**config.mk**
```make
export PLATFORM = sky130hd
export DESIGN_NAME = frontend_top
export DESIGN_NICKNAME = d
export VERILOG_FILES = /design/src/procyon_types.sv /design/src/lane_if.sv /design/src/frontend_top.sv /design/src/retire_merge.sv /design/src/decode_lane.sv /design/src/dispatch_steer.sv /design/src/fetch.sv /design/src/sync_fifo.sv
export VERILOG_INCLUDE_DIRS = /design/src
export SDC_FILE = /design/constraint.sdc
export NUM_CORES = 1
export LEC_CHECK = 0
export BUFFER_PORTS_ARGS = -buffer_cell sky130_fd_sc_hd__buf_4
export CAP_MARGIN = 0
export CORE_MARGIN = 1
export CORE_UTILIZATION = 62
export DETAILED_ROUTE_END_ITERATION = 10
export GPL_TIMING_DRIVEN = 0
export PLACE_DENSITY = 0.81
export SYNTH_ARGS = -nofsm -noshare
export SYNTH_HDL_FRONTEND = slang
export SYNTH_HIERARCHICAL = 1
export SYNTH_SLANG_ARGS = --single-unit
```
**constraint.sdc**
```tcl
create_clock -name clk -period 7.2 [get_ports clk]
set_input_delay 0.72 -clock clk [delete_from_list [all_inputs] [get_ports clk]]
set_output_delay 0.72 -clock clk [all_outputs]
set_load 0.02 [all_outputs]
```
**src/procyon_cfg.svh**
```systemverilog
// Front end configuration
`ifndef PROCYON_CFG_SVH
`define PROCYON_CFG_SVH

// PC width
`define ADDR_WIDTH 32

// Instruction word width
`define DATA_WIDTH 32

// Entries in the fetch FIFO
`define FETCH_FIFO_DEPTH 8

// Predecode lanes, two or more
`define DECODE_LANES 4

`endif
```
**src/procyon_types.sv**
```systemverilog
// Front end shared types
`include "procyon_cfg.svh"

package procyon_types;

    typedef logic [`ADDR_WIDTH-1:0] procyon_addr_t;
    typedef logic [`DATA_WIDTH-1:0] procyon_data_t;

    // One FIFO entry
    typedef struct packed {
        procyon_addr_t pc;
        procyon_data_t insn;
    } procyon_addr_data_t;

    typedef struct packed {
        logic [6:0] funct7;
        logic [4:0] rs2;
        logic [4:0] rs1;
        logic [2:0] funct3;
        logic [4:0] rd;
        logic [6:0] opcode;
    } procyon_rtype_t;

    typedef struct packed {
        logic [11:0] imm12;
        logic [4:0]  rs1;
        logic [2:0]  funct3;
        logic [4:0]  rd;
        logic [6:0]  opcode;
    } procyon_itype_t;

    // Same word seen as R or I layout
    typedef union packed {
        procyon_rtype_t r;
        procyon_itype_t i;
    } procyon_insn_t;

    typedef enum logic [1:0] {
        class_reg_alu = 2'd0,
        class_imm_alu = 2'd1,
        class_load    = 2'd2,
        class_illegal = 2'd3
    } procyon_class_t;

    typedef struct packed {
        procyon_class_t insn_class;
        logic [4:0]     rd;
        logic [4:0]     rs1;
        logic [4:0]     rs2;
        procyon_data_t  imm;
    } procyon_dec_t;

endpackage

```
**src/lane_if.sv**
```systemverilog
// Predecode lane bus
interface lane_if;

    logic                         issue_valid;
    procyon_types::procyon_addr_t issue_pc;
    procyon_types::procyon_data_t issue_insn;
    logic                         busy;
    logic                         res_valid;
    procyon_types::procyon_addr_t res_pc;
    procyon_types::procyon_dec_t  res_dec;
    logic                         take;

    modport steer (
        output issue_valid, issue_pc, issue_insn,
        input  busy, take
    );

    modport lane (
        input  issue_valid, issue_pc, issue_insn, take,
        output busy, res_valid, res_pc, res_dec
    );

    modport merge (
        input  res_valid, res_pc, res_dec,
        output take
    );

endinterface

```
**src/frontend_top.sv**
```systemverilog
// Instruction front end
`include "procyon_cfg.svh"

module frontend_top (
    input  logic                          clk,
    input  logic                          n_rst,

    input  logic                          i_redirect,
    input  procyon_types::procyon_addr_t  i_redirect_addr,

    input  procyon_types::procyon_data_t  i_insn,
    input  logic                          i_data_valid,
    output procyon_types::procyon_addr_t  o_pc,
    output logic                          o_en,

    input  logic                          i_retire_stall,
    output logic                          o_retire_valid,
    output procyon_types::procyon_addr_t  o_retire_pc,
    output procyon_types::procyon_class_t o_retire_class,
    output logic [4:0]                    o_retire_rd,
    output logic [4:0]                    o_retire_rs1,
    output logic [4:0]                    o_retire_rs2,
    output procyon_types::procyon_data_t  o_retire_imm
);

    procyon_types::procyon_addr_t dispatch_pc;
    procyon_types::procyon_data_t dispatch_insn;
    logic                         dispatch_valid;
    logic                         dispatch_stall;

    lane_if lane_bus [`DECODE_LANES] ();

    fetch u_fetch (
        .clk(clk),
        .n_rst(n_rst),
        .i_redirect(i_redirect),
        .i_redirect_addr(i_redirect_addr),
        .i_insn(i_insn),
        .i_data_valid(i_data_valid),
        .o_pc(o_pc),
        .o_en(o_en),
        .i_dispatch_stall(dispatch_stall),
        .o_dispatch_pc(dispatch_pc),
        .o_dispatch_insn(dispatch_insn),
        .o_dispatch_valid(dispatch_valid)
    );

    dispatch_steer u_steer (
        .clk(clk),
        .n_rst(n_rst),
        .i_redirect(i_redirect),
        .i_valid(dispatch_valid),
        .i_pc(dispatch_pc),
        .i_insn(dispatch_insn),
        .o_stall(dispatch_stall),
        .lanes(lane_bus)
    );

    for (genvar g = 0; g < `DECODE_LANES; g++) begin : g_lanes
        decode_lane u_lane (
            .clk(clk),
            .n_rst(n_rst),
            .i_redirect(i_redirect),
            .lane(lane_bus[g])
        );
    end

    retire_merge u_merge (
        .clk(clk),
        .n_rst(n_rst),
        .i_redirect(i_redirect),
        .i_retire_stall(i_retire_stall),
        .lanes(lane_bus),
        .o_retire_valid(o_retire_valid),
        .o_retire_pc(o_retire_pc),
        .o_retire_class(o_retire_class),
        .o_retire_rd(o_retire_rd),
        .o_retire_rs1(o_retire_rs1),
        .o_retire_rs2(o_retire_rs2),
        .o_retire_imm(o_retire_imm)
    );

endmodule

```
**src/retire_merge.sv**
```systemverilog
// In-order retire merge
`include "procyon_cfg.svh"

module retire_merge (
    input  logic                          clk,
    input  logic                          n_rst,

    input  logic                          i_redirect,
    input  logic                          i_retire_stall,

    lane_if.merge                         lanes [`DECODE_LANES],

    output logic                          o_retire_valid,
    output procyon_types::procyon_addr_t  o_retire_pc,
    output procyon_types::procyon_class_t o_retire_class,
    output logic [4:0]                    o_retire_rd,
    output logic [4:0]                    o_retire_rs1,
    output logic [4:0]                    o_retire_rs2,
    output procyon_types::procyon_data_t  o_retire_imm
);

    localparam int LANE_W = $clog2(`DECODE_LANES);

    logic [LANE_W-1:0]            lane_ptr;                // Follows the steering order
    logic [`DECODE_LANES-1:0]     res_valid;
    procyon_types::procyon_addr_t res_pc [`DECODE_LANES];
    procyon_types::procyon_dec_t  res_dec [`DECODE_LANES];
    procyon_types::procyon_dec_t  head_dec;

    for (genvar g = 0; g < `DECODE_LANES; g++) begin : g_lane
        assign res_valid[g]  = lanes[g].res_valid;
        assign res_pc[g]     = lanes[g].res_pc;
        assign res_dec[g]    = lanes[g].res_dec;
        assign lanes[g].take = o_retire_valid & (lane_ptr == LANE_W'(g));

        a_take_valid: assert property (@(posedge clk) disable iff (~n_rst)
            lanes[g].take |-> lanes[g].res_valid && !i_retire_stall)
            else $error("retire_merge: take from empty lane %0d", g);
    end

    assign o_retire_valid = res_valid[lane_ptr] & ~i_retire_stall;
    assign o_retire_pc    = res_pc[lane_ptr];
    assign head_dec       = res_dec[lane_ptr];
    assign o_retire_class = head_dec.insn_class;
    assign o_retire_rd    = head_dec.rd;
    assign o_retire_rs1   = head_dec.rs1;
    assign o_retire_rs2   = head_dec.rs2;
    assign o_retire_imm   = head_dec.imm;

    always_ff @(posedge clk) begin
        if (~n_rst) begin
            lane_ptr <= '0;
        end else if (i_redirect) begin
            lane_ptr <= '0;
        end else if (o_retire_valid) begin
            lane_ptr <= (lane_ptr == LANE_W'(`DECODE_LANES - 1)) ? '0 : lane_ptr + 1'b1;
        end
    end

endmodule

```
**src/decode_lane.sv**
```systemverilog
// Predecode lane
`include "procyon_cfg.svh"

module decode_lane (
    input  logic clk,
    input  logic n_rst,

    input  logic i_redirect,

    lane_if.lane lane
);

    localparam logic [6:0] OPCODE_OP     = 7'b0110011;
    localparam logic [6:0] OPCODE_OP_IMM = 7'b0010011;
    localparam logic [6:0] OPCODE_LOAD   = 7'b0000011;

    procyon_types::procyon_insn_t insn;
    procyon_types::procyon_dec_t  dec;
    procyon_types::procyon_dec_t  dec_q;
    procyon_types::procyon_addr_t pc_q;
    logic                         valid_q;

    assign insn = lane.issue_insn;

    always_comb begin
        dec = '0;
        case (insn.r.opcode)
            OPCODE_OP: begin
                dec.insn_class = procyon_types::class_reg_alu;
                dec.rd         = insn.r.rd;
                dec.rs1        = insn.r.rs1;
                dec.rs2        = insn.r.rs2;
            end
            OPCODE_OP_IMM, OPCODE_LOAD: begin
                dec.insn_class = (insn.i.opcode == OPCODE_LOAD) ? procyon_types::class_load
                                                                : procyon_types::class_imm_alu;
                dec.rd         = insn.i.rd;
                dec.rs1        = insn.i.rs1;
                dec.imm        = {{(`DATA_WIDTH - 12){insn.i.imm12[11]}}, insn.i.imm12};
            end
            default: begin
                dec.insn_class = procyon_types::class_illegal;  // Fields stay zero
            end
        endcase
    end

    always_ff @(posedge clk) begin
        if (~n_rst) begin
            valid_q <= 1'b0;
        end else if (i_redirect) begin
            valid_q <= 1'b0;
        end else if (lane.issue_valid) begin
            valid_q <= 1'b1;                              // Refill wins over take
        end else if (lane.take) begin
            valid_q <= 1'b0;
        end
    end

    always_ff @(posedge clk) begin
        if (lane.issue_valid) begin
            pc_q  <= lane.issue_pc;
            dec_q <= dec;
        end
    end

    assign lane.busy      = valid_q;
    assign lane.res_valid = valid_q;
    assign lane.res_pc    = pc_q;
    assign lane.res_dec   = dec_q;

    // A result comes from an issue or is still held from the last cycle
    a_res_from_issue: assert property (@(posedge clk) disable iff (~n_rst)
        lane.res_valid |-> $past(lane.issue_valid) || $past(lane.res_valid && !lane.take))
        else $error("decode_lane: result without issue");

endmodule

```
**src/dispatch_steer.sv**
```systemverilog
// Round-robin lane steering
`include "procyon_cfg.svh"

module dispatch_steer (
    input  logic                         clk,
    input  logic                         n_rst,

    input  logic                         i_redirect,
    input  logic                         i_valid,
    input  procyon_types::procyon_addr_t i_pc,
    input  procyon_types::procyon_data_t i_insn,
    output logic                         o_stall,

    lane_if.steer                        lanes [`DECODE_LANES]
);

    localparam int LANE_W = $clog2(`DECODE_LANES);

    logic [LANE_W-1:0]        lane_ptr;
    logic [`DECODE_LANES-1:0] lane_free;
    logic                     issue;

    assign issue   = i_valid & lane_free[lane_ptr] & ~i_redirect;
    assign o_stall = ~lane_free[lane_ptr];               // Holds the FIFO head

    for (genvar g = 0; g < `DECODE_LANES; g++) begin : g_lane
        assign lane_free[g]         = ~lanes[g].busy | lanes[g].take;
        assign lanes[g].issue_valid = issue & (lane_ptr == LANE_W'(g));
        assign lanes[g].issue_pc    = i_pc;
        assign lanes[g].issue_insn  = i_insn;

        // Entry must be empty or leaving through merge
        a_issue_free: assert property (@(posedge clk) disable iff (~n_rst)
            lanes[g].issue_valid |-> !lanes[g].busy || lanes[g].take)
            else $error("dispatch_steer: issue to occupied lane %0d", g);
    end

    always_ff @(posedge clk) begin
        if (~n_rst) begin
            lane_ptr <= '0;
        end else if (i_redirect) begin
            lane_ptr <= '0;
        end else if (issue) begin
            lane_ptr <= (lane_ptr == LANE_W'(`DECODE_LANES - 1)) ? '0 : lane_ptr + 1'b1;
        end
    end

endmodule

```
**src/fetch.sv**
```systemverilog
// Instruction fetch
`include "procyon_cfg.svh"

module fetch (
    input  logic                         clk,
    input  logic                         n_rst,

    input  logic                         i_redirect,
    input  procyon_types::procyon_addr_t i_redirect_addr,

    // Instruction memory port
    input  procyon_types::procyon_data_t i_insn,
    input  logic                         i_data_valid,
    output procyon_types::procyon_addr_t o_pc,
    output logic                         o_en,

    // Toward steering
    input  logic                         i_dispatch_stall,
    output procyon_types::procyon_addr_t o_dispatch_pc,
    output procyon_types::procyon_data_t o_dispatch_insn,
    output logic                         o_dispatch_valid
);

    procyon_types::procyon_addr_t      pc;               // Address the memory answers now
    procyon_types::procyon_addr_t      pc_plus_4;
    procyon_types::procyon_addr_t      next_pc;
    procyon_types::procyon_addr_data_t fifo_data_i;
    procyon_types::procyon_addr_data_t fifo_data_o;
    logic                              req_pend;
    logic                              accept;
    logic                              fifo_full;

    assign accept    = req_pend & i_data_valid & ~fifo_full;
    assign pc_plus_4 = pc + `ADDR_WIDTH'(4);

    // Hold, step or redirect
    always_comb begin
        case ({i_redirect, accept})
            2'b00:   next_pc = pc;                        // Missing word or full FIFO
            2'b01:   next_pc = pc_plus_4;
            default: next_pc = i_redirect_addr;
        endcase
    end

    assign o_pc = next_pc;
    assign o_en = ~i_redirect;

    assign fifo_data_i     = '{pc: pc, insn: i_insn};
    assign o_dispatch_pc   = fifo_data_o.pc;
    assign o_dispatch_insn = fifo_data_o.insn;

    always_ff @(posedge clk) begin
        if (~n_rst) begin
            pc       <= '0;
            req_pend <= 1'b0;
        end else begin
            pc       <= next_pc;
            req_pend <= o_en;                             // No answer expected after redirect
        end
    end

    sync_fifo #(
        .DATA_WIDTH($bits(procyon_types::procyon_addr_data_t)),
        .FIFO_DEPTH(`FETCH_FIFO_DEPTH)
    ) insn_fifo (
        .clk(clk),
        .n_rst(n_rst),
        .i_flush(i_redirect),
        .i_fifo_ack(~i_dispatch_stall),
        .o_fifo_data(fifo_data_o),
        .o_fifo_valid(o_dispatch_valid),
        .i_fifo_we(accept),
        .i_fifo_data(fifo_data_i),
        .o_fifo_full(fifo_full)
    );

endmodule

```
**src/sync_fifo.sv**
```systemverilog
// Synchronous FIFO
module sync_fifo #(
    parameter int DATA_WIDTH = 32,
    parameter int FIFO_DEPTH = 8
) (
    input  logic                  clk,
    input  logic                  n_rst,

    input  logic                  i_flush,
    input  logic                  i_fifo_ack,
    output logic [DATA_WIDTH-1:0] o_fifo_data,
    output logic                  o_fifo_valid,
    input  logic                  i_fifo_we,
    input  logic [DATA_WIDTH-1:0] i_fifo_data,
    output logic                  o_fifo_full
);

    localparam int PTR_W = (FIFO_DEPTH > 1) ? $clog2(FIFO_DEPTH) : 1;
    localparam int CNT_W = $clog2(FIFO_DEPTH + 1);

    logic [DATA_WIDTH-1:0] entries [FIFO_DEPTH];
    logic [PTR_W-1:0]      rd_ptr;
    logic [PTR_W-1:0]      wr_ptr;
    logic [CNT_W-1:0]      count;
    logic                  push;
    logic                  pop;

    function automatic logic [PTR_W-1:0] ptr_inc(input logic [PTR_W-1:0] ptr);
        return (ptr == PTR_W'(FIFO_DEPTH - 1)) ? '0 : ptr + 1'b1;
    endfunction

    assign push         = i_fifo_we;
    assign pop          = i_fifo_ack & o_fifo_valid;
    assign o_fifo_valid = (count != '0);
    assign o_fifo_full  = (count == CNT_W'(FIFO_DEPTH));
    assign o_fifo_data  = entries[rd_ptr];               // Head shows without a read cycle

    always_ff @(posedge clk) begin
        if (~n_rst) begin
            rd_ptr <= '0;
            wr_ptr <= '0;
            count  <= '0;
        end else if (i_flush) begin
            rd_ptr <= '0;
            wr_ptr <= '0;
            count  <= '0;
        end else begin
            if (push) wr_ptr <= ptr_inc(wr_ptr);
            if (pop) rd_ptr <= ptr_inc(rd_ptr);
            if (push & ~pop) count <= count + 1'b1;
            else if (pop & ~push) count <= count - 1'b1;
        end
    end

    always_ff @(posedge clk) begin
        if (push) entries[wr_ptr] <= i_fifo_data;
    end

    // The writer must watch the full flag
    a_no_overflow: assert property (@(posedge clk) disable iff (~n_rst)
        i_fifo_we && o_fifo_full |-> i_flush)
        else $error("sync_fifo: write while full");

endmodule

```
After elaboration in Yosys (flattened, before gate mapping)
Memories as Yosys holds them, arrays and structs flattened. A register that Yosys moved wholly into a read port is not among the register bits.
Cells that the tools add are included.
{"block": "classes", "bitwise": 30, "magnitude_cmp": 3, "mux": 34, "n_reduce_logical": 12, "addsub": 7, "eq_ne": 13}
{"operator": "$bmux W49 S2", "count": 1}
{"operator": "$mux W49", "count": 2}
{"operator": "$mux W32", "count": 3}
{"operator": "$bmux W32 S2", "count": 1}
{"operator": "$pmux W32 S2", "count": 1}
{"operator": "$add A32 B3 Y32 const B", "count": 1}
{"operator": "$and A1 B1 Y1", "count": 15}
{"operator": "$mux W1", "count": 12}
{"operator": "$mux W3", "count": 4}
{"operator": "$mux W10", "count": 1}
{"operator": "$not A1 Y1", "count": 10}
{"operator": "$reduce_bool A2 Y1", "count": 5}
{"operator": "$eq A2 B2 Y1 const B", "count": 4}
{"operator": "$mux W4", "count": 2}
{"operator": "$eq A7 B2 Y1 const B", "count": 1}
{"operator": "$eq A7 B5 Y1 const B", "count": 1}
{"operator": "$eq A7 B6 Y1 const B", "count": 1}
{"operator": "$add A3 B1 Y3 const B", "count": 2}
{"operator": "$eq A2 B1 Y1 const B", "count": 3}
{"operator": "$eq A3 B3 Y1 const B", "count": 2}
{"operator": "$logic_not A2 Y1", "count": 3}
{"operator": "$lt A2 B3 Y1 const B", "count": 2}
{"operator": "$mux W2", "count": 3}
{"operator": "$mux W5", "count": 1}
{"operator": "other kinds (12)", "count": 18}
{"block": "word_totals", "reg_bits": 375, "mem_bits_rw": 512, "output_inout_bits": 115, "input_bits": 69, "word_cells": 135, "mem_count": 1}
{"name": "u_fetch.insn_fifo.entries", "depth": 8, "width": 64, "rd": 1, "rd_ports_with_merged_regs": 1, "wr": 1, "line": "sync_fifo.sv:21", "source": "logic [DATA_WIDTH-1:0] entries [FIFO_DEPTH];"}

Logic depth before layout (Yosys ltp)
Gate-level depths: netlist of the first run.
{"block": "logic_depth", "depth_word": 11, "depth_mapped": 17, "depth_no_buf": 15}

Cells and area by module
The synthesis of the first run kept the hierarchy.
{"module": "sync_fifo", "seq_area_each_um2": 15635.0, "area_each_um2": 19861.5, "n_inst": 1, "cells_each": 816}
{"module": "decode_lane", "seq_area_each_um2": 1851.8, "area_each_um2": 2397.3, "n_inst": 4, "cells_each": 150}
{"module": "retire_merge", "seq_area_each_um2": 40.0, "area_each_um2": 2228.4, "n_inst": 1, "cells_each": 126}
{"module": "dispatch_steer", "seq_area_each_um2": 40.0, "area_each_um2": 2165.8, "n_inst": 1, "cells_each": 282}
{"module": "fetch", "seq_area_each_um2": 660.6, "area_each_um2": 2029.4, "n_inst": 1, "cells_each": 260}

Worst setup path after synthesis of the first run
OpenSTA, ideal clock, no wires.
{"block": "synth_path", "path_type": "in2reg", "from": "input i_data_valid", "to": "memory u_fetch/insn_fifo/entries[0][0] in the netlist's numbering (enable)", "path_buffers": 1, "path_slack_ns": 0.932, "arrival_time_ns": 5.703, "path_stages": 4, "setup_ns": 0.565, "required_ns": 6.635, "path_cell_list": "and3b_1 clkbuf_1 nand2b_1 nor3_1"}
{"block": "synth_between", "elab_chain_cells": 4}
{"item": "start: declaration", "line": "frontend_top.sv:12", "source": "input logic i_data_valid,"}
{"item": "$and A1 B1 Y1 (2 in a row)", "line": "fetch.sv:33", "source": "assign accept = req_pend & i_data_valid & ~fifo_full;"}
{"item": "net u_fetch.accept", "line": "fetch.sv:30", "source": "logic accept;"}
{"item": "$mux W1", "line": "sync_fifo.sv:56", "source": "if (push) entries[wr_ptr] <= i_fifo_data;"}
{"item": "$mux W1 (implied by the code)", "line": "sync_fifo.sv:56"}
{"item": "end: declaration", "line": "sync_fifo.sv:21"}
The timed path passes the listed nets, and every way through them passes these cells.

Worst setup path after layout of the first run
{"block": "layout_path", "from": "register u_merge.lane_ptr[0]", "to": "register u_fetch.insn_fifo.count[3]"}
{"block": "layout_between", "elab_chain_cells": 11, "elab_cells_between_ends": 23, "classes_between": "eq/ne (3); mux (5); bitwise (13); reduce/logical (2)"}
{"item": "start: declaration", "line": "retire_merge.sv:24", "source": "logic [LANE_W-1:0] lane_ptr;"}
{"item": "start signal: assignment", "line": "retire_merge.sv:56", "source": "lane_ptr <= (lane_ptr == LANE_W'(`DECODE_LANES - 1)) ? '0 : lane_ptr + 1'b1;"}
{"item": "$bmux W1 S2", "line": "retire_merge.sv:41", "source": "assign o_retire_valid = res_valid[lane_ptr] & ~i_retire_stall;"}
{"item": "$mux W1 (implied by the code)", "line": "retire_merge.sv:41"}
{"item": "$and A1 B1 Y1", "line": "retire_merge.sv:41"}
{"item": "$and A1 B1 Y1 *", "line": "retire_merge.sv:34", "source": "assign lanes[g].take = o_retire_valid & (lane_ptr == LANE_W'(g));"}
{"item": "net lane_bus[3].take", "line": "lane_if.sv:11", "source": "logic take;"}
{"item": "$or A1 B1 Y1 *", "line": "dispatch_steer.sv:27", "source": "assign lane_free[g] = ~lanes[g].busy | lanes[g].take;"}
{"item": "$bmux W1 S2 *", "line": "dispatch_steer.sv:24", "source": "assign o_stall = ~lane_free[lane_ptr];"}
{"item": "$mux W1 (implied by the code) *", "line": "dispatch_steer.sv:24"}
{"item": "$and A1 B1 Y1 *", "line": "sync_fifo.sv:33", "source": "assign pop = i_fifo_ack & o_fifo_valid;"}
{"item": "$not A1 Y1", "line": "sync_fifo.sv:50", "source": "if (push & ~pop) count <= count + 1'b1;"}
{"item": "$and A1 B1 Y1", "line": "sync_fifo.sv:50"}
{"item": "$mux W4 / $reduce_bool A2 Y1 (equally long branches)"}
{"item": "end signal: assignment", "line": "sync_fifo.sv:50"}
{"item": "end signal: assignment", "line": "sync_fifo.sv:51", "source": "else if (pop & ~push) count <= count - 1'b1;"}
{"item": "end: declaration", "line": "sync_fifo.sv:24", "source": "logic [CNT_W-1:0] count;"}
Mark *: on every way through the listed nets, which the timed path passes. The rest lies on a longest branch. The select of a mux whose other input is x is not followed.
A chain may end at the register's enable or synchronous reset.

==> results of run 1 <==
[worst max-delay path: cells and delay by family (launching register included)]
kind / cells / cell delay, ps
adder cells (fa/ha/maj): 2 / 570
multiplexers: 2 / 470
AND/OR/NAND/NOR: 4 / 1190
AO/OA/AOI/OAI: 4 / 700
flip-flops: 1 / 380
buffers and inverters: 5 / 840
[registers in the layout, indices dropped and copies added, names as in the netlist, named ones only]
| register | cells |
|---|---|
| u_steer/lane_ptr | 2 |
| u_fetch/insn_fifo/entries | 488 |
| g_lanes.u_lane/lane.res_dec | 116 |
| u_fetch/insn_fifo/rd_ptr | 3 |
| u_fetch/req_pend | 1 |
| g_lanes.u_lane/lane.res_pc | 128 |
| u_fetch/insn_fifo/count | 4 |
| g_lanes.u_lane/lane.busy | 4 |
| u_fetch/pc | 32 |
| u_fetch/insn_fifo/wr_ptr | 3 |
| u_merge/lane_ptr | 2 |
[where the power goes]
group | total, mW | leakage, nW | internal [mW] | switching (mW)
combinational | 3.34 | 5.87 | 1.64 | 1.70
sequential | 5.45 | 7.19 | 5.32 | 0.133
clock | 4.04 | 1.22 | 2.37 | 1.66
[cell type report]
class / instances / share of cell area [%]
antenna: 3 / 0.0186
tap: 748 / 2.31
clock buffer: 95 / 5.06
buffer: 425 / 7.60
multi-input combinational: 712 / 20.8
timing repair buffer: 212 / 5.02
inverter: 116 / 1.08
sequential: 786 / 57.0
clock inverter: 40 / 1.12
[routing by layer]
layer  up-vias  global-route usage, %  part of all wire [%]  wire, µm
li1       8207                      -                     -         -
met1      9816                   39.6                    37     31000
met2      1122                   49.7                    51     42200
met3       151                   5.80                   9.4      7750
met4         2                   9.32                   2.2      1850
met5         -                      0                 0.016        13
[per-stage QoR]
step                TNS, ps  hold slack, ps  setup slack, ps  total power [mW]  instance area (µm²)
finish                    0             342             2900              12.8                40400
global route              0             333             2780              13.2                40400
CTS                       0             321             2970              12.9                40400
detailed placement        0             496             2720              8.83                37900
global placement    -339850             461            -2800              8.70                37200
floorplan                 0             450             1140              7.82                34900
[how the worst max path moves through the flow]
stage                                      from                                         end  slack (ps)  depth (start not counted)
2_1_floorplan                      i_data_valid   u_fetch/insn_fifo/entries[0][0]$_DFFE_PP_        1140                          4
3_3_place_gp                       i_data_valid  u_fetch/insn_fifo/entries[1][17]$_DFFE_PP_       -2800                          5
3_5_place_dp                     i_retire_stall     u_fetch/insn_fifo/count[3]$_SDFFE_PP0P_        2720                         16
4_1_cts        u_merge/lane_ptr[0]$_SDFFE_PP0P_     u_fetch/insn_fifo/count[3]$_SDFFE_PP0P_        2970                         17
5_1_grt        u_merge/lane_ptr[0]$_SDFFE_PP0P_     u_fetch/insn_fifo/count[3]$_SDFFE_PP0P_        2780                         17
6_report       u_merge/lane_ptr[0]$_SDFFE_PP0P_     u_fetch/insn_fifo/count[3]$_SDFFE_PP0P_        2900                         17
==> impl_results.md, run 1 <==
- RSZ-0062 raised after global routing: no
- VDD IR-drop max: 0.183 mV
- Crit-path max FO: 10
- HP Class: input port to flop
- R2r startpoint: u_merge/lane_ptr[0]$_SDFFE_PP0P_
- Rel. slew slack: a little under a fifth
- Placed cell count: 2,999
- Worst slew pin tran: 1210 ps
- Fin. max-slew vios: 0
- Skew final: between 15 and 20 ps
- Antenna violations before repair: 6
- Commonest non-fill, non-tap cells in the layout: edfxtp_1 (732), buf_4 (514), mux4_2 (203)
- Crit start category: flop
- CTS max path bufs: 3
- Die X: approximately 240 µm
- Vias: around 19,000
- Status: complete, no violations
- DR iter-0 viols: about 2,300
- Root Driver: clkbuf_16
- Commonest non-fill, non-tap cell in the layout: edfxtp_1
- Post-Syn Nets: 2,125
- Cell Pwr Density: about 320 nW/µm²
- Fin cells: around 3,100
- Nets: roughly 2,400
- Final hold violations: 0
- Slowest cell on the critical path: or4_4
- Post-route DRC: 0
- CTS Sinks: around 790
- Clk_lat worst skew: ~600 ps
- Final ANT Viol Nets: 0
- Number of global-route vias before repair: ~20,000
- Via/cell ratio: 6.15
- CTS tree: done
- Number of I/O port buffers: 180
- Synth warn: 6
- Worst R2R End: u_fetch/insn_fifo/count[3]$_SDFFE_PP0P_
- WP data required: 7680 ps
- First-pass GRT wire length: between 100 and 150 mm
- # resized after CTS: 0
- Aggregate global routing overflow: 0
- Worst hold path startpoint: i_insn[28]
- Synthesized area per cell: 17.1 µm²
- Layout cell share with drive strength beyond 1: between 40% and 50%
- Cells on worst reg2reg path: 17
- DP HPWL: ~53 mm
- CP arrival: about 4800 ps
- GRT Overall Usage: between 20 and 30%
- Final setup viols: 0
- Ports: between 150 and 200
- Worst hold stages: 1
- Post-Syn Area: ~35,000 µm²
- Post-CTS Hold Buffers: 0
- Reg2Reg Setup Slack: 2900 ps
- Filler cell count: between 3,000 and 4,000
- CP dominant cell by count: inv_1
- Core ar.: around 55,000 µm²
- Drt first pass iters: 6
- Number of H-tree levels: 3
- Critical Path Max Stage Delay: between 500 and 600 ps
- Setup crit end kind: flop
- Routability cong.: 0.889
- Max-Cap Viols: 0
- Die height: 239 µm
- Initial Util: 63.1%
- Layout area overhead: 15.9%
- Worst Hold End: u_fetch/insn_fifo/entries[1][28]$_DFFE_PP_
- Postcts setup bufs: 0
- CP Class: flop to flop
- Wirelength, routed: between 80 and 90 mm
- Crit-path cells: buf_6 -> buf_12 -> mux2i_1 -> o22a_1 -> inv_1 -> and2_1 -> and4b_1 -> or4_4 -> inv_1 -> nand2_1 -> ha_1 -> inv_1 -> ha_1 -> a21oi_1 -> a211oi_1 -> a31oi_1 -> mux2_2
- Fin crit share: roughly three fifths
- Fin util: 73.1%
- Area of the multi-input gates: around 8400 µm²
- Total CTS buffers: just under 80
- Reg clk slew, reported paths: approximately 60 ps
- Rows: 86
- Cells after synthesis: 2,039
- WL/cell: about 26 µm
- Pleak: approximately 14 nW
- Die ar.: approximately 57,000 µm²
- Fmax: approximately 230 MHz
- Crit path time final: about 4300 ps
- Largest net degree at the start of global routing: between 50 and 60
- Register area: 23,100 µm²
No activity file was read; power rests on OpenSTA's default activity.
==> inputs of run 2 (changes only) <==
- ABC_AREA: not set -> 1
- PLACE_DENSITY: 0.81 -> 0.8
- clock period: 7.2 -> 4.29 ns (I/O delays scaled with it)
==> run 2 against run 1 <==
Non-clock buffer count increased by 62. Largest power group is now combinational cells. Clock skew increased by 7.7 ps. Die area increased by 4.4%. Register-to-register slack got worse by 2400 ps. Flip-flop and latch count unchanged. Highest routed layer unchanged. Worst setup slack got worse by 2400 ps. Area after synthesis increased by 4.4%. Fmax increased by 15%.
==> impl_results.md, run 2 <==
- Status: complete, no violations
- Largest net degree at the start of global routing: 31 (-40%)
- Routability cong.: 0.904 (+1.7%)
- Crit start category: flop
- Fin cells: 4,605 (+47%)
- DP HPWL: 58.3 mm (+10%)
- Final ANT Viol Nets: 0 (unchanged)
- Postcts setup bufs: 0 (unchanged)
- Post-Syn Area: 36,400 µm² (+4.4%)
- Wirelength, routed: 89.8 mm (+8.4%)
- Die X: 244 µm (+2.2%)
- Layout area overhead: 14.9%
- Die ar.: 59,700 µm² (+4.4%)
- # resized after CTS: 0 (unchanged)
- Root Driver: clkbuf_16
- Setup crit end kind: flop
- Pleak: 16.8 nW (+17%)
- Post-route cell area: 41,800 µm² (+3.5%)
- Initial Util: 62.9% (-0.18 points)
- WP data required: 4810 ps (-2870 ps)
- Vias: 25,674 (+33%)
- Reg2Reg Setup Slack: 540 ps (-2360 ps)
- DR iter-0 viols: 2,540 (+12%)
- VDD IR-drop max: 0.381 mV (+110%)
- Worst Hold End: u_fetch/insn_fifo/entries[4][31]$_DFFE_PP_
- Nets: 3,864 (+60%)
- Synthesized area per cell: 10.4 µm² (-39%)
- Commonest non-fill, non-tap cells in the layout: nor2_1 (774), edfxtp_1 (732), buf_4 (532)
- Final setup viols: 0 (unchanged)
- Number of global-route vias before repair: 24,678 (+24%)
- Aggregate global routing overflow: 0 (unchanged)
- WL/cell: 19.5 µm (-26%)
- Number of I/O port buffers: 180 (unchanged)
- Drt first pass iters: 6 (unchanged)
- Layout cell share with drive strength beyond 1: 22.7% (-20 points)
- Clk_lat worst skew: 610 ps (about the same)
- Fin crit share: 87.5% (+28 points)
- CTS tree: done
- Worst hold stages: 1 (unchanged)
- Rows: 88 (+2.3%)
- CP arrival: 4270 ps (-510 ps)
- Die height: 244 µm (+2.2%)
- Cell Pwr Density: 655 nW/µm² (+110%)
- Final hold violations: 0 (unchanged)
- Worst slew pin tran: 868 ps (-340 ps)
- R2r startpoint: u_merge/lane_ptr[1]$_SDFFE_PP0P_
- Cells on worst reg2reg path: 21 (+4)
- Fin. max-slew vios: 0 (unchanged)
- Worst R2R End: u_fetch/insn_fifo/count[3]$_SDFFE_PP0P_
- Final setup margin: 536 ps (-2360 ps)
- GRT Overall Usage: 30.1% (+0.42 points)
- Largest register FFs: 488 (unchanged)
- Skew final: 24.3 ps (+7.68 ps)
- Core ar.: 57,900 µm² (+4.7%)
- Total CTS buffers: 78 (+1.3%)
- Area after DPL: 39,400 µm² (+3.8%)
- Cells after synthesis: 3,493 (+71%)
- Ports: 184 (unchanged)
- Placed cell count: 4,463 (+49%)
- Biggest register: u_fetch/insn_fifo/entries
- CTS Sinks: 786 (unchanged)
- Number of H-tree levels: 3 (unchanged)
- Post-CTS Hold Buffers: 0 (unchanged)
- Commonest non-fill, non-tap cell in the layout: nor2_1
- Via/cell ratio: 5.58 (-9.4%)
- Worst hold path startpoint: i_insn[31]
- Max-Cap Viols: 0 (unchanged)
- First-pass GRT wire length: 136 mm (+11%)
- Pre-CTS WS: 590 ps (-2130 ps)
- Fmax: 266 MHz (+15%)
- Crit path time final: 3750 ps (-546 ps)
- Synth warn: 6 (unchanged)
- CP Class: flop to flop
- Crit-path max FO: 11 (+1)
- CTS max path bufs: 3 (unchanged)
- RSZ-0062 raised after global routing: no
- HP Class: input port to flop
- Reg clk slew, reported paths: 60 ps (about the same)
- Post-route DRC: 0 (unchanged)
- Rel. slew slack: 42.0% (+23 points)
- Antenna violations before repair: 5 (-1)
- Post-Syn Nets: 3,579 (+68%)
-- run 2: worst max path at each step --
stage                                                 from                                               end  slack (ps)  cells after the start
after floorplan           u_merge/lane_ptr[1]$_SDFFE_PP0P_   g_lanes[0].u_lane/lane.res_dec[0]$_SDFFCE_PN0P_        -270                     12
after global placement    u_merge/lane_ptr[1]$_SDFFE_PP0P_  g_lanes[0].u_lane/lane.res_dec[45]$_SDFFCE_PN0P_       -2920                     12
after detailed placement  u_merge/lane_ptr[1]$_SDFFE_PP0P_           u_fetch/insn_fifo/count[3]$_SDFFE_PP0P_         590                     21
after CTS                 u_merge/lane_ptr[1]$_SDFFE_PP0P_           u_fetch/insn_fifo/count[3]$_SDFFE_PP0P_         600                     21
after global routing      u_merge/lane_ptr[1]$_SDFFE_PP0P_           u_fetch/insn_fifo/count[3]$_SDFFE_PP0P_         270                     21
final                     u_merge/lane_ptr[1]$_SDFFE_PP0P_           u_fetch/insn_fifo/count[3]$_SDFFE_PP0P_         540                     21
-- run 2: area by class of cell --
cell class | instances | area, µm²
sequential | 786 | 23100
fill | 3802 | 16100
multi-input combinational | 2005 | 9080
buffer | 494 | 3590
clock buffer | 100 | 2100
timing repair buffer | 205 | 1900
tap | 765 | 957
inverter | 208 | 786
clock inverter | 39 | 364
antenna | 3 | 7.51
-- run 2: power breakdown --
group	total (mW)	switching, mW	internal [mW]
combinational	11.3	6.47	4.84
sequential	9.49	0.230	9.26
clock	6.63	2.76	3.87
total	27.4	9.46	18.0
-- run 2: critical path: stages (launching register included) --
cell and delay (ps):
dfxtp_1 340, inv_1 120, buf_4 220, clkbuf_1 550
ha_1 270, inv_1 40, nor2_1 130, inv_1 60
nand3_1 80, nand3_1 90, nand2_2 140, inv_1 150
inv_1 90, nand2_1 160, ha_1 270, inv_1 140
ha_1 270, or2_2 310, nand3_1 80, nand3_1 70
nand2_1 60, inv_1 30
-- run 2: stage by stage --
stage          utilization (%)  hold slack, ps  power [mW]  TNS (ps)
6_report                  72.3            55.2        27.4         0
4_1_cts                   72.2            32.6        27.3         0
2_1_floorplan                -             479        17.5    -65630
5_1_grt                   72.3            53.1        28.7         0
3_5_place_dp              68.0             523        20.7         0
3_3_place_gp              66.9             499        20.8  -1719160
-- run 2: layer usage --
layer | global-route usage (%) | up-vias | part of all wire [%]
met5 | 0 | - | 0.026
li1 | - | 11975 | -
met1 | 39.3 | 12060 | 38
met3 | 4.20 | 236 | 9.9
met2 | 51.0 | 1399 | 49
met4 | 12.1 | 4 | 3.3
